File: src/hdl/soc_pkg.sv
package soc_pkg;

    // --------------------------------------------------
    // bus widths
    // --------------------------------------------------
    localparam int ADDR_W = 32;
    localparam int DATA_W = 32;

    // slave select from the address decoder
    typedef enum logic [1:0] {
        SLV_RAM,
        SLV_TIMER,
        SLV_GPIO,
        SLV_NONE
    } slave_e;

    // region codes in adr[31:28]
    localparam logic [3:0] REGION_RAM   = 4'h0;
    localparam logic [3:0] REGION_TIMER = 4'h1;
    localparam logic [3:0] REGION_GPIO  = 4'h2;

    // --------------------------------------------------
    // register word offsets, adr[3:2]
    // --------------------------------------------------
    localparam logic [1:0] TMR_CTRL  = 2'd0;
    localparam logic [1:0] TMR_VALUE = 2'd1;
    localparam logic [1:0] TMR_CMP   = 2'd2;

    // timer ctrl bits
    localparam int TMR_CTRL_EN   = 0;
    localparam int TMR_CTRL_IE   = 1;
    localparam int TMR_CTRL_PEND = 2;

    localparam logic [1:0] GPIO_DIR = 2'd0;
    localparam logic [1:0] GPIO_OUT = 2'd1;
    localparam logic [1:0] GPIO_IN  = 2'd2;

endpackage

File: src/hdl/wb_if.sv
`timescale 1ns/1ns

// wishbone classic, one word per access
interface wb_if;
    import soc_pkg::*;

    logic              cyc;
    logic              stb;
    logic              we;
    logic [ADDR_W-1:0] adr;
    logic [DATA_W-1:0] dat_w;
    logic [DATA_W-1:0] dat_r;
    logic              ack;

    modport master (
        output cyc, stb, we, adr, dat_w,
        input  dat_r, ack
    );

    modport slave (
        input  cyc, stb, we, adr, dat_w,
        output dat_r, ack
    );

endinterface

File: src/hdl/bus_decoder.sv
`timescale 1ns/1ns

module bus_decoder (
    input  logic clk,
    input  logic rst_n_i,
    wb_if.slave  m_if,
    wb_if.master ram_if,
    wb_if.master tmr_if,
    wb_if.master gpio_if
);
    import soc_pkg::*;

    slave_e sel;
    logic   none_ack_q;

    always_comb begin
        case (m_if.adr[ADDR_W-1:ADDR_W-4])
            REGION_RAM:   sel = SLV_RAM;
            REGION_TIMER: sel = SLV_TIMER;
            REGION_GPIO:  sel = SLV_GPIO;
            default:      sel = SLV_NONE;
        endcase
    end

    // --------------------------------------------------
    // strobes gated per slave
    // --------------------------------------------------
    assign ram_if.cyc    = m_if.cyc && (sel == SLV_RAM);
    assign ram_if.stb    = m_if.stb && (sel == SLV_RAM);
    assign ram_if.we     = m_if.we;
    assign ram_if.adr    = m_if.adr;
    assign ram_if.dat_w  = m_if.dat_w;

    assign tmr_if.cyc    = m_if.cyc && (sel == SLV_TIMER);
    assign tmr_if.stb    = m_if.stb && (sel == SLV_TIMER);
    assign tmr_if.we     = m_if.we;
    assign tmr_if.adr    = m_if.adr;
    assign tmr_if.dat_w  = m_if.dat_w;

    assign gpio_if.cyc   = m_if.cyc && (sel == SLV_GPIO);
    assign gpio_if.stb   = m_if.stb && (sel == SLV_GPIO);
    assign gpio_if.we    = m_if.we;
    assign gpio_if.adr   = m_if.adr;
    assign gpio_if.dat_w = m_if.dat_w;

    // own ack for unmapped regions so the master never hangs
    always_ff @(posedge clk or negedge rst_n_i) begin
        if (!rst_n_i) begin
            none_ack_q <= 1'b0;
        end else begin
            none_ack_q <= m_if.cyc && m_if.stb && (sel == SLV_NONE) && !none_ack_q;
        end
    end

    always_comb begin
        case (sel)
            SLV_RAM: begin
                m_if.dat_r = ram_if.dat_r;
                m_if.ack   = ram_if.ack;
            end
            SLV_TIMER: begin
                m_if.dat_r = tmr_if.dat_r;
                m_if.ack   = tmr_if.ack;
            end
            SLV_GPIO: begin
                m_if.dat_r = gpio_if.dat_r;
                m_if.ack   = gpio_if.ack;
            end
            default: begin
                m_if.dat_r = '0;
                m_if.ack   = none_ack_q;
            end
        endcase
    end

    // one responder at a time on the return path
    assert property (@(posedge clk) disable iff (!rst_n_i)
        $onehot0({ram_if.ack, tmr_if.ack, gpio_if.ack, none_ack_q}));

endmodule

File: src/flat_wrapper.sv
// flat-port wrapper written by rule: the top's interface ports become plain ports
module bus_decoder_flat import soc_pkg::*;
  (clk, rst_n_i, m_if_cyc, m_if_stb, m_if_we, m_if_adr, m_if_dat_w, m_if_dat_r, m_if_ack, ram_if_cyc, ram_if_stb, ram_if_we, ram_if_adr, ram_if_dat_w, ram_if_dat_r, ram_if_ack, tmr_if_cyc, tmr_if_stb, tmr_if_we, tmr_if_adr, tmr_if_dat_w, tmr_if_dat_r, tmr_if_ack, gpio_if_cyc, gpio_if_stb, gpio_if_we, gpio_if_adr, gpio_if_dat_w, gpio_if_dat_r, gpio_if_ack);
  wb_if m_if_i ();
  wb_if ram_if_i ();
  wb_if tmr_if_i ();
  wb_if gpio_if_i ();
  input  logic clk;
  input  logic rst_n_i;
  input wire logic [$bits(m_if_i.cyc)-1:0] m_if_cyc;
  input wire logic [$bits(m_if_i.stb)-1:0] m_if_stb;
  input wire logic [$bits(m_if_i.we)-1:0] m_if_we;
  input wire logic [$bits(m_if_i.adr)-1:0] m_if_adr;
  input wire logic [$bits(m_if_i.dat_w)-1:0] m_if_dat_w;
  output wire logic [$bits(m_if_i.dat_r)-1:0] m_if_dat_r;
  output wire logic [$bits(m_if_i.ack)-1:0] m_if_ack;
  output wire logic [$bits(ram_if_i.cyc)-1:0] ram_if_cyc;
  output wire logic [$bits(ram_if_i.stb)-1:0] ram_if_stb;
  output wire logic [$bits(ram_if_i.we)-1:0] ram_if_we;
  output wire logic [$bits(ram_if_i.adr)-1:0] ram_if_adr;
  output wire logic [$bits(ram_if_i.dat_w)-1:0] ram_if_dat_w;
  input wire logic [$bits(ram_if_i.dat_r)-1:0] ram_if_dat_r;
  input wire logic [$bits(ram_if_i.ack)-1:0] ram_if_ack;
  output wire logic [$bits(tmr_if_i.cyc)-1:0] tmr_if_cyc;
  output wire logic [$bits(tmr_if_i.stb)-1:0] tmr_if_stb;
  output wire logic [$bits(tmr_if_i.we)-1:0] tmr_if_we;
  output wire logic [$bits(tmr_if_i.adr)-1:0] tmr_if_adr;
  output wire logic [$bits(tmr_if_i.dat_w)-1:0] tmr_if_dat_w;
  input wire logic [$bits(tmr_if_i.dat_r)-1:0] tmr_if_dat_r;
  input wire logic [$bits(tmr_if_i.ack)-1:0] tmr_if_ack;
  output wire logic [$bits(gpio_if_i.cyc)-1:0] gpio_if_cyc;
  output wire logic [$bits(gpio_if_i.stb)-1:0] gpio_if_stb;
  output wire logic [$bits(gpio_if_i.we)-1:0] gpio_if_we;
  output wire logic [$bits(gpio_if_i.adr)-1:0] gpio_if_adr;
  output wire logic [$bits(gpio_if_i.dat_w)-1:0] gpio_if_dat_w;
  input wire logic [$bits(gpio_if_i.dat_r)-1:0] gpio_if_dat_r;
  input wire logic [$bits(gpio_if_i.ack)-1:0] gpio_if_ack;
  assign m_if_i.cyc = m_if_cyc;
  assign m_if_i.stb = m_if_stb;
  assign m_if_i.we = m_if_we;
  assign m_if_i.adr = m_if_adr;
  assign m_if_i.dat_w = m_if_dat_w;
  assign m_if_dat_r = m_if_i.dat_r;
  assign m_if_ack = m_if_i.ack;
  assign ram_if_cyc = ram_if_i.cyc;
  assign ram_if_stb = ram_if_i.stb;
  assign ram_if_we = ram_if_i.we;
  assign ram_if_adr = ram_if_i.adr;
  assign ram_if_dat_w = ram_if_i.dat_w;
  assign ram_if_i.dat_r = ram_if_dat_r;
  assign ram_if_i.ack = ram_if_ack;
  assign tmr_if_cyc = tmr_if_i.cyc;
  assign tmr_if_stb = tmr_if_i.stb;
  assign tmr_if_we = tmr_if_i.we;
  assign tmr_if_adr = tmr_if_i.adr;
  assign tmr_if_dat_w = tmr_if_i.dat_w;
  assign tmr_if_i.dat_r = tmr_if_dat_r;
  assign tmr_if_i.ack = tmr_if_ack;
  assign gpio_if_cyc = gpio_if_i.cyc;
  assign gpio_if_stb = gpio_if_i.stb;
  assign gpio_if_we = gpio_if_i.we;
  assign gpio_if_adr = gpio_if_i.adr;
  assign gpio_if_dat_w = gpio_if_i.dat_w;
  assign gpio_if_i.dat_r = gpio_if_dat_r;
  assign gpio_if_i.ack = gpio_if_ack;
  bus_decoder u_core (.clk(clk), .rst_n_i(rst_n_i), .m_if(m_if_i), .ram_if(ram_if_i), .tmr_if(tmr_if_i), .gpio_if(gpio_if_i));
endmodule
File: config.mk
export PLATFORM = sky130hd
export DESIGN_NAME = bus_decoder_flat
export DESIGN_NICKNAME = d
export VERILOG_FILES = /design/src/hdl/soc_pkg.sv /design/src/hdl/wb_if.sv /design/src/hdl/bus_decoder.sv /design/src/flat_wrapper.sv
export SDC_FILE = /design/constraint.sdc
export NUM_CORES = 1
export LEC_CHECK = 0
export BUFFER_PORTS_ARGS = -buffer_cell sky130_fd_sc_hd__buf_2
export CORE_AREA = 2 2 156 158
export CTS_BUF_LIST = sky130_fd_sc_hd__clkbuf_8
export DETAILED_ROUTE_END_ITERATION = 10
export DIE_AREA = 0 0 158 160
export PLACE_DENSITY = 0.39
export SLEW_MARGIN = 5
export SYNTH_ARGS = -nofsm -noshare
export SYNTH_HDL_FRONTEND = slang
export SYNTH_SLANG_ARGS = --single-unit
File: constraint.sdc
create_clock -name clk -period 2.15 [get_ports clk]
set_input_delay 0.3225 -clock clk [delete_from_list [all_inputs] [get_ports clk]]
set_output_delay 0.3225 -clock clk [all_outputs]
set_load 0.01 [all_outputs]
# After elaboration in Yosys (flattened, before gate mapping)
# Cells that the tools add are included.
[totals]
register_bits = 1
word_cells = 21
[op_classes]
eq_ne = 5
mux = 3
n_reduce_logical = 12
[ops]
columns = ["cell", "count"]
rows = [
  ["one-hot mux 32 bit (3 select lines)", 1],
  ["logical AND 1 bit", 9],
  ["one-hot mux 2 bit (3 select lines)", 1],
  ["== test 2 bit, second input constant", 2],
  ["== test 4 x 1 -> 1 bit, second input constant", 1],
  ["== test 4 x 2 -> 1 bit, second input constant", 1],
  ["logical NOT 4 bit", 1],
  ["one-hot mux 1 bit (3 select lines)", 1],
  ["== test 2 x 1 -> 1 bit, second input constant", 1],
  ["logical NOT 2 bit", 1],
  ["logical NOT 1 bit", 1],
]

# Logic depth before layout (Yosys ltp)
# Gate-level depths: netlist of run 1.
[depth]
word_depth = 5
ltp_mapped = 5
ltp_nobuf = 3

# Least setup slack after synthesis of run 1
# No wires, ideal clock.
[synth_timing]
path_kind = "input to output"
from = "input port m_if_adr[28]"
to = "output port m_if_dat_r[11]"
arrival_ns = 1.247
required_ns = 1.827
path_slack_ns = 0.581
path_stages = 4
path_cell_list = "or3_1 buf_6 buf_6 o21ai_0"
[synth_via]
elab_chain_cells = 4
[synth_rtl]
columns = ["element", "line_no", "source"]
rows = [
  ["from (decl)", "flat_wrapper.sv:13", "input wire logic [$bits(m_if_i.adr)-1:0] m_if_adr;"],
  ["== test 4 x 2 -> 1 bit (tied with other cells)", "bus_decoder.sv:17", "case (m_if.adr[ADDR_W-1:ADDR_W-4])"],
  ["one-hot mux 2 bit (3 select lines) *", "bus_decoder.sv:17", ""],
  ["== test 2 bit (tied with other cells)", "bus_decoder.sv:56", "case (sel)"],
  ["one-hot mux 32 bit (3 select lines) *", "bus_decoder.sv:56", ""],
  ["to (decl)", "flat_wrapper.sv:15", "output wire logic [$bits(m_if_i.dat_r)-1:0] m_if_dat_r;"],
]
# Every way passes the cells marked *; elsewhere a longest branch is shown, timed or not.

# Final worst setup path of run 1
[layout_timing]
from = "input port m_if_adr[29]"
to = "output port m_if_dat_r[20]"
# Same word-level chain as after synthesis.

==> results of run 1 <==
layout make-up:
cell class	instances	area (um2)
fillers	2858	21800
repair buffers	163	868
multi-input cells	114	742
well taps	324	405
flip-flops and latches	1	25.0
cell families (layout without fill, tap and decap cells):
logic type             count (synthesis)  count (layout)  synth area share (%)
AO/OA/AOI/OAI                         36              36                  8.00
buffers and inverters                207             163                  67.3
flip-flops                             1               1                  1.07
multiplexers                          33              33                  14.1
AND/OR/NAND/NOR                       45              45                  9.49
per-layer routing:
metal / wire length (um) / global-route usage [%]
met1: 1960 / 3.42
met2: 3650 / 9.72
met3: 1330 / 2.55
met4: 728 / 4.55
met5: 0 / 0
placed cells by master (no fill, tap or decap), drive strengths merged, types with 2 or more instances in the layout:
cell type / n
o21ai: 32
mux2i: 32
nor3b: 2
and3: 2
buf: 163
and2: 2
nand2: 34
power breakdown:
part / internal (uW) / switching (uW) / total [uW]
Combinational: 151 / 137 / 288
Sequential: 20.2 / 0.837 / 21.1
Clock: 0 / 0 / 0
path summary, 6_finish.rpt:
path	cells past startpoint	to	slack (ns)	startpoint
max in group asynchronous	1	u_core.none_ack_q$_DFF_PN0_	1.97	rst_n_i
setup / recovery	6	m_if_dat_r[20]	0.37	m_if_adr[29]
setup reg to reg	1	u_core.none_ack_q$_DFF_PN0_	1.47	u_core.none_ack_q$_DFF_PN0_
hold / removal	1	u_core.none_ack_q$_DFF_PN0_	0.1	rst_n_i
hold reg to reg	1	u_core.none_ack_q$_DFF_PN0_	0.46	u_core.none_ack_q$_DFF_PN0_
min in group clk	1	u_core.none_ack_q$_DFF_PN0_	0.46	u_core.none_ack_q$_DFF_PN0_
critical path, cell delays in order:
cell	delay, ns
buf_2	0.18
nor4b_4	0.30
buf_4	0.31
nand2_1	0.10
o21ai_0	0.07
buf_2	0.15
per-stage QoR:
stage	total power (uW)	hold WS, ns
floorplan	512	0.0269
global placement	316	0.0987
detailed placement	317	0.0992
finish	309	0.0977
CTS	318	0.0992
global route	339	0.102
==> run_results.csv, run 1 <==
group,metric,value,unit
placement,dpl.hpwl,6.68,mm
route,drt_iter0_drc,46,
clock_network,insertion_delay,0,ns
timing,setup-violations-final,0,
grt,overflow,0,
route,drcViolationCount,0,
synthesis,ys_seq_area_share,1.07,%
timing,setup_slack,0.371,ns
route,dr_total_vias,1689,
placement,dpl_worst_slack,0.340,ns
grt,track_usage,5.09,%
finish,regMostFlops,"u_core.none_ack_q",
power,leakage,0.00104,uW
worst_setup_path,critPathMaxFanout,23,
power,power_per_cell_area,152,mW/mm2
die,die_w,158,um
finish,drive_gt1_share,60.1,%
die,core-area,0.0238,mm2
clock_network,clkSlewWorstSetupHoldPaths,0,ns
synthesis,synth.most_common_cell,"buf_4",
finish,nNetsFinal,448,
grt,grt_max_degree,36,
die,die-area,0.0253,mm2
synthesis,synth_edf_count,0,
timing,tightest_slew,0.273,ns
worst_setup_path,end_kind,"output pin",
die,rows,57,
clock_network,cts_hold_buf,0,
worst_setup_path,path_class,"in2out",
finish,finalNonFillerCells,602,
timing,fin_worst_skew,0,ns
power,irDropWorstVdd,34.2,uV
synthesis,synthFlopType,"dfrtp_1",
route,routedWlPerCell,12.7,um
worst_hold_path,hold_class,"in2async",
synthesis,synth_top_area_share,63.0,%
timing,hold_viol,0,
timing,period_needed,1.78,ns
synthesis,yosysUniqueCellTypes,21,
placement,place_area,0.00204,mm2
route,via_per_inst,2.81,
synthesis,syn_area_per_cell,7.29,um2
status,status,"complete, no violations",
worst_setup_path,cp_data_arrival_time,1.46,ns
synthesis,syn_area,0.00235,mm2
placement,routabilityCongestion,0.642,
grt,grt_pass1_vias,1630,
timing,tns,0,ns
finish,area_delta_synth_final,-13.0,%
synthesis,synth-async-reset-ratio,100,%
timing,fmax,562,MHz
finish,final_cell_area,0.00204,mm2
timing,drv_slew,0,
finish,antennaDiodeCount,0,
synthesis,synthesis.nets,490,
clock_network,cts_resized,0,
timing,slew_headroom,81.3,%
synthesis,synth_seq_cells,1,
grt,antenna_found_initial,0,
placement,numPortBuffers,157,
die,die_h,160,um
grt,grt_pass1_wl,9.53,mm
job,cap_violations,0,
finish,largest_register_ffs,1,
finish,utilization,8.57,%
worst_setup_path,required,1.83,ns
route,ant_nets,0,
timing,rsz0062_at_grt,"no",
synthesis,yosysWarnings,0,
placement,place_inst,602,
route,dr.pass1.iters,4,
clock_network,cts_setup_buffers,0,
timing,finalCritPeriodShare,82.8,%
die,start_util,9.85,%
synthesis,yosys.area.top_type,"buf_4",
synthesis,synth_common_cells,"197 x buf_4, 34 x nand2_1, 32 x mux2i_1",
synthesis,syn_inst,322,
synthesis,synthTopCellsByArea,"buf_4 63%, mux2i_1 14%, nand2_1 5.4%, o21ai_0 4.9%, buf_6 3.8%",
finish,reg_top3,"u_core.none_ack_q (1)",
route,drt_wl_total,7.66,mm
die,pin_count,402,
worst_setup_path,startpoint_type,"input pin",
(Power assumes the default switching activity.)
==> inputs of run 2 (changes only) <==
--- a/config.mk
+++ b/config.mk
@@ -5,12 +5,13 @@
 export SDC_FILE = /design/constraint.sdc
 export NUM_CORES = 1
 export LEC_CHECK = 0
+export ABC_AREA = 1
 export BUFFER_PORTS_ARGS = -buffer_cell sky130_fd_sc_hd__buf_2
-export CORE_AREA = 2 2 156 158
+export CORE_AREA = 2 2 158 160
 export CTS_BUF_LIST = sky130_fd_sc_hd__clkbuf_8
 export DETAILED_ROUTE_END_ITERATION = 10
-export DIE_AREA = 0 0 158 160
-export PLACE_DENSITY = 0.39
+export DIE_AREA = 0 0 160 162
+export PLACE_DENSITY = 0.38
 export SLEW_MARGIN = 5
 export SYNTH_ARGS = -nofsm -noshare
 export SYNTH_HDL_FRONTEND = slang
==> constraint.sdc (replaced) <==
create_clock -name clk -period 1.7 [get_ports clk]
set_input_delay 0.255 -clock clk [delete_from_list [all_inputs] [get_ports clk]]
set_output_delay 0.255 -clock clk [all_outputs]
set_load 0.01 [all_outputs]
==> run 2 against run 1 <==
- utilization grew 0.30 points
- largest power group unchanged
- sequential cell count is the same
- worst setup slack lost 0.23 ns
- routed wire length grew 14%
- synthesized cell count grew 15%
- total power grew 38%
- sequential power grew 24%
==> run_results.csv, run 2 <==
group,metric,value,unit
status,status,"complete, no violations",
grt,grt_pass1_vias,2048,
die,pin_count,402,
synthesis,yosysUniqueCellTypes,14,
placement,routabilityCongestion,0.762,
timing,period_needed,1.56,ns
synthesis,yosysWarnings,0,
route,drt_iter0_drc,42,
synthesis,synth.most_common_cell,"buf_4",
finish,drive_gt1_share,54.3,%
worst_setup_path,critPathMaxFanout,32,
clock_network,cts_resized,0,
synthesis,synth_common_cells,"202 x buf_4, 132 x nand3_1, 9 x buf_2",
worst_setup_path,end_kind,"output pin",
die,core-area,0.0241,mm2
timing,setup-violations-final,0,
synthesis,synthesis.nets,538,
worst_setup_path,startpoint_type,"input pin",
route,drcViolationCount,0,
power,leakage,0.00107,uW
placement,dpl_worst_slack,0.131,ns
grt,antenna_found_initial,0,
timing,drv_slew,0,
job,cap_violations,0,
clock_network,insertion_delay,0,ns
synthesis,synth_seq_cells,1,
worst_hold_path,hold_class,"in2async",
route,ant_nets,0,
power,power_per_cell_area,199,mW/mm2
finish,antennaDiodeCount,0,
route,drt_wl_total,8.73,mm
timing,finalCritPeriodShare,91.9,%
worst_setup_path,path_class,"in2out",
finish,final_cell_area,0.00214,mm2
worst_setup_path,r2r_slack,1.17,ns
timing,tightest_slew,0.342,ns
grt,met2_usage,11.1,%
grt,grt_pass1_wl,12.1,mm
worst_setup_path,cp_data_arrival_time,1.31,ns
placement,place_area,0.00214,mm2
grt,globalRouteMet3Util,1.86,%
worst_setup_path,required,1.44,ns
synthesis,synthTopCellsByArea,"buf_4 63%, nand3_1 28%, buf_2 1.9%, buf_6 1.4%, nor2_1 1.1%",
grt,grt_use_met1,5.78,%
synthesis,synth_top_area_share,63.3,%
die,die_h,162,um
timing,tns,0,ns
clock_network,clkSlewWorstSetupHoldPaths,0,ns
finish,layout_common_cells,"157 x buf_2, 132 x nand3_1, 11 x buf_4",
placement,place_inst,650,
synthesis,synth_edf_count,0,
clock_network,cts_hold_buf,0,
finish,largest_register_ffs,1,
timing,fin_worst_skew,0,ns
placement,numPortBuffers,157,
synthesis,synthFlopType,"dfrtp_1",
timing,fmax,640,MHz
grt,track_usage,6.08,%
die,rows,57,
synthesis,syn_area_per_cell,6.48,um2
timing,rsz0062_at_grt,"no",
worst_setup_path,crit_start,"m_if_adr[31]",
grt,overflow,0,
timing,slew_headroom,77.2,%
finish,utilization,8.87,%
die,die_w,160,um
route,routedWlPerCell,13.4,um
clock_network,cts_setup_buffers,0,
grt,grt_max_degree,35,
die,die-area,0.0259,mm2
finish,nNetsFinal,496,
finish,finalNonFillerCells,650,
die,start_util,9.94,%
finish,reg_top3,"u_core.none_ack_q (1)",
timing,setup_slack,0.137,ns
synthesis,ys_seq_area_share,1.04,%
synthesis,yosys.area.top_type,"buf_4",
finish,regMostFlops,"u_core.none_ack_q",
finish,nFillCells,2916,
finish,area_delta_synth_final,-10.8,%
finish,final_common_cell,"buf_2",
route,via_per_inst,3.16,
power,irDropWorstVdd,82.4,uV
synthesis,synth-async-reset-ratio,100,%
worst_setup_path,timing.rr.start,"u_core.none_ack_q$_DFF_PN0_",
timing,hold_viol,0,
route,dr.pass1.iters,4,
grt,busiest_layer,"met2",
route,dr_total_vias,2055,
placement,dpl.hpwl,7.25,mm
synthesis,syn_inst,370,
synthesis,syn_area,0.00240,mm2
[run 2: cell types whose count changed after synthesis, moves of 3 or more]
cell and delta:
buf_4 +5, inv_1 +3, mux2i_1 -32, o21ai_0 -23
buf_2 +7, buf_6 -5, nor2_1 +6, nand3_1 +132
nand2_1 -29, o21ai_1 -9
[run 2: kinds of logic (layout without fill, tap and decap cells)]
kind of cell,after synthesis,in the layout,share of synthesized area (%)
buffers and inverters,219,175,67.5
and+or+nand+nor,150,150,31.4
DFF,1,1,1.04
[run 2: path summary, 6_finish.rpt]
path,cells after the start,endpoint
setup / recovery,6,m_if_dat_r[4]
hold / removal,1,u_core.none_ack_q$_DFF_PN0_
setup reg to reg,1,u_core.none_ack_q$_DFF_PN0_
hold reg to reg,1,u_core.none_ack_q$_DFF_PN0_
max in group asynchronous,1,u_core.none_ack_q$_DFF_PN0_
min in group clk,1,u_core.none_ack_q$_DFF_PN0_
[run 2: through the flow]
| stage | hold slack (ns) | total power, uW |
|---|---|---|
| after global routing | 0.0465 | 469 |
| final | 0.0368 | 426 |
| after CTS | 0.0404 | 436 |
| after detailed placement | 0.0401 | 436 |
| after global placement | 0.0446 | 439 |
| after floorplan | -0.0406 | 652 |
[run 2: area by class of cell]
class                      instances  area (um2)  area share [%]
timing repair buffer             171         928            43.4
multi-input combinational        150         763            35.7
tap                              324         405            19.0
sequential                         1        25.0            1.17
inverter                           4        15.0           0.703
[run 2: worst max-delay path: stages]
cell and delay [ns]:
buf_2 0.13, nor2_4 0.14, buf_12 0.21, nand3_1 0.27, nand3_1 0.14, buf_2 0.14
[run 2: metal layers]
layer	vias to the layer above	routed length [um]
met5	-	0
met4	0	646
met3	67	1060
met2	179	4190
met1	870	2830
li1	939	-
[run 2: report_power, final]
part           internal (uW)  switching, uW  total (uW)
logic                    182            218         400
registers               25.6          0.609        26.2
clock network              0              0           0
total                    208            218         426
==> inputs of run 3 (changes only) <==
--- a/config.mk
+++ b/config.mk
@@ -11,6 +11,7 @@
 export CTS_BUF_LIST = sky130_fd_sc_hd__clkbuf_8
 export DETAILED_ROUTE_END_ITERATION = 10
 export DIE_AREA = 0 0 160 162
+export GPL_TIMING_DRIVEN = 0
 export PLACE_DENSITY = 0.38
 export SLEW_MARGIN = 5
 export SYNTH_ARGS = -nofsm -noshare
==> run 3 against run 2 <==
- sequential cell count stayed put
- critical path depth is 1 higher
- fmax is 3.0% lower
- routed wire length is 62% higher
- global-route usage is 3.6 points higher
- clock skew stayed put
- critical path type unchanged
- critical endpoint is now m_if_dat_r[28]
- largest power group unchanged
- highest routed layer is now met5
==> run_results.csv, run 3 (synthesis results as in run 2) <==
group,metric,value,unit
grt,overflow,0,
die,pin_count,402,
finish,drive_gt1_share,79.3,%
finish,layout_common_cells,"342 x buf_2, 206 x buf_4, 132 x nand3_1",
finish,largest_register_ffs,1,
placement,routabilityCongestion,0.712,
worst_setup_path,crit_slowest_cell,"buf_2",
clock_network,insertion_delay,0,ns
status,status,"complete, no violations",
timing,drv_slew,0,
clock_network,clkSlewWorstSetupHoldPaths,0,ns
worst_setup_path,startpoint_type,"input pin",
worst_setup_path,timing.rr.start,"u_core.none_ack_q$_DFF_PN0_",
finish,regMostFlops,"u_core.none_ack_q",
placement,dpl.hpwl,12.4,mm
route,via_per_inst,3.30,
grt,busiest_layer,"met2",
placement,numPortBuffers,340,
route,ant_nets,0,
timing,fmax,621,MHz
worst_setup_path,required,1.44,ns
finish,reg_top3,"u_core.none_ack_q (1)",
die,core-area,0.0241,mm2
power,power_per_cell_area,248,mW/mm2
timing,finalCritPeriodShare,94.8,%
worst_setup_path,critical_path.max_stage_delay,0.24,ns
timing,rsz0062_at_grt,"no",
placement,place_inst,1034,
placement,dpl_worst_slack,-0.224,ns
timing,tns,0,ns
grt,grt_pass1_wl,19.4,mm
worst_setup_path,cp_data_arrival_time,1.36,ns
finish,final_common_cell,"buf_2",
timing,fin_worst_skew,0,ns
timing,hold_viol,0,
grt,grt_max_degree,11,
die,die_w,160,um
route,drt_iter0_drc,69,
worst_setup_path,end_kind,"output pin",
grt,met2_usage,20.8,%
route,dr.pass1.iters,4,
route,drt_wl_total,14.2,mm
timing,period_needed,1.61,ns
finish,finalNonFillerCells,1040,
power,irDropWorstVdd,62.2,uV
power,p_total,1140,uW
die,rows,57,
grt,globalRouteMet3Util,1.48,%
timing,hold_slack,0.0361,ns
worst_setup_path,path_cells,"clkbuf_4, nor2_4, buf_4, buf_2, nand3_1, nand3_1, buf_2",
die,die-area,0.0259,mm2
grt,track_usage,9.72,%
finish,nNetsFinal,885,
grt,grt_use_met1,10.3,%
die,die_h,162,um
timing,setup_slack,0.0888,ns
route,drcViolationCount,0,
grt,grt_pass1_vias,3313,
job,cap_violations,0,
timing,tightest_slew,0.262,ns
route,dr_total_vias,3433,
worst_hold_path,hold_class,"in2async",
worst_setup_path,path_class,"in2out",
worst_setup_path,path_buf_inv,4,
finish,area_delta_synth_final,92.6,%
route,routedWlPerCell,13.6,um
timing,setup-violations-final,0,
timing,slew_headroom,82.5,%
worst_setup_path,crit_start,"m_if_adr[29]",
worst_setup_path,cp_top_family,"buffers and inverters",
die,start_util,9.94,%
grt,antenna_found_initial,2,
power,leakage,0.00279,uW
worst_setup_path,critPathMaxFanout,10,
## run 3: cell count changes in the layout (fill, tap and decap cells not counted), sizes merged
cell	before	now
buf	171	558
clkbuf	0	2
diode	0	1
## run 3: area by class of cell
type                            instances  area [um2]
Antenna cell                            1        2.50
Buffer                                215        1650
Fill cell                            2819       19500
Inverter                                4        15.0
Multi-Input combinational cell        150         766
Sequential cell                         1        25.0
Tap cell                              324         405
Timing Repair Buffer                  345        1750
## run 3: through the flow
step,area (um2),util [%]
5_1_grt,4620,19.1
3_3_place_gp,4500,18.7
4_1_cts,4530,18.8
2_1_floorplan,2400,-
6_report,4620,19.1
3_5_place_dp,4500,18.7
## run 3: metal layers
metal	vias to the layer above	wire length [um]
met4	2	62
met5	-	12
met3	4	1190
met1	1481	5180
met2	224	7730
li1	1722	-
## run 3: power by group
part           switching (uW)  internal [uW]
Combinational             493            625
Sequential              0.595           25.6
Clock                       0      0.0000787
Total                     494            651
## run 3: what timing repair did
item,in CTS,in global routing
pin swaps,0,4
endpoints found under the hold margin,0,0
resized for setup,8,10
hold buffers,0,0
endpoints found under the setup margin,37,11
buffers inserted,0,5
## run 3: path summary, 6_finish.rpt
kind,end,slack (ns),cells past startpoint
hold / removal,u_core.none_ack_q$_DFF_PN0_,0.04,1
hold reg to reg,u_core.none_ack_q$_DFF_PN0_,0.41,1
min in group clk,u_core.none_ack_q$_DFF_PN0_,0.41,1
max in group asynchronous,u_core.none_ack_q$_DFF_PN0_,1.57,1
setup / recovery,m_if_dat_r[28],0.09,7
setup reg to reg,u_core.none_ack_q$_DFF_PN0_,1.18,1
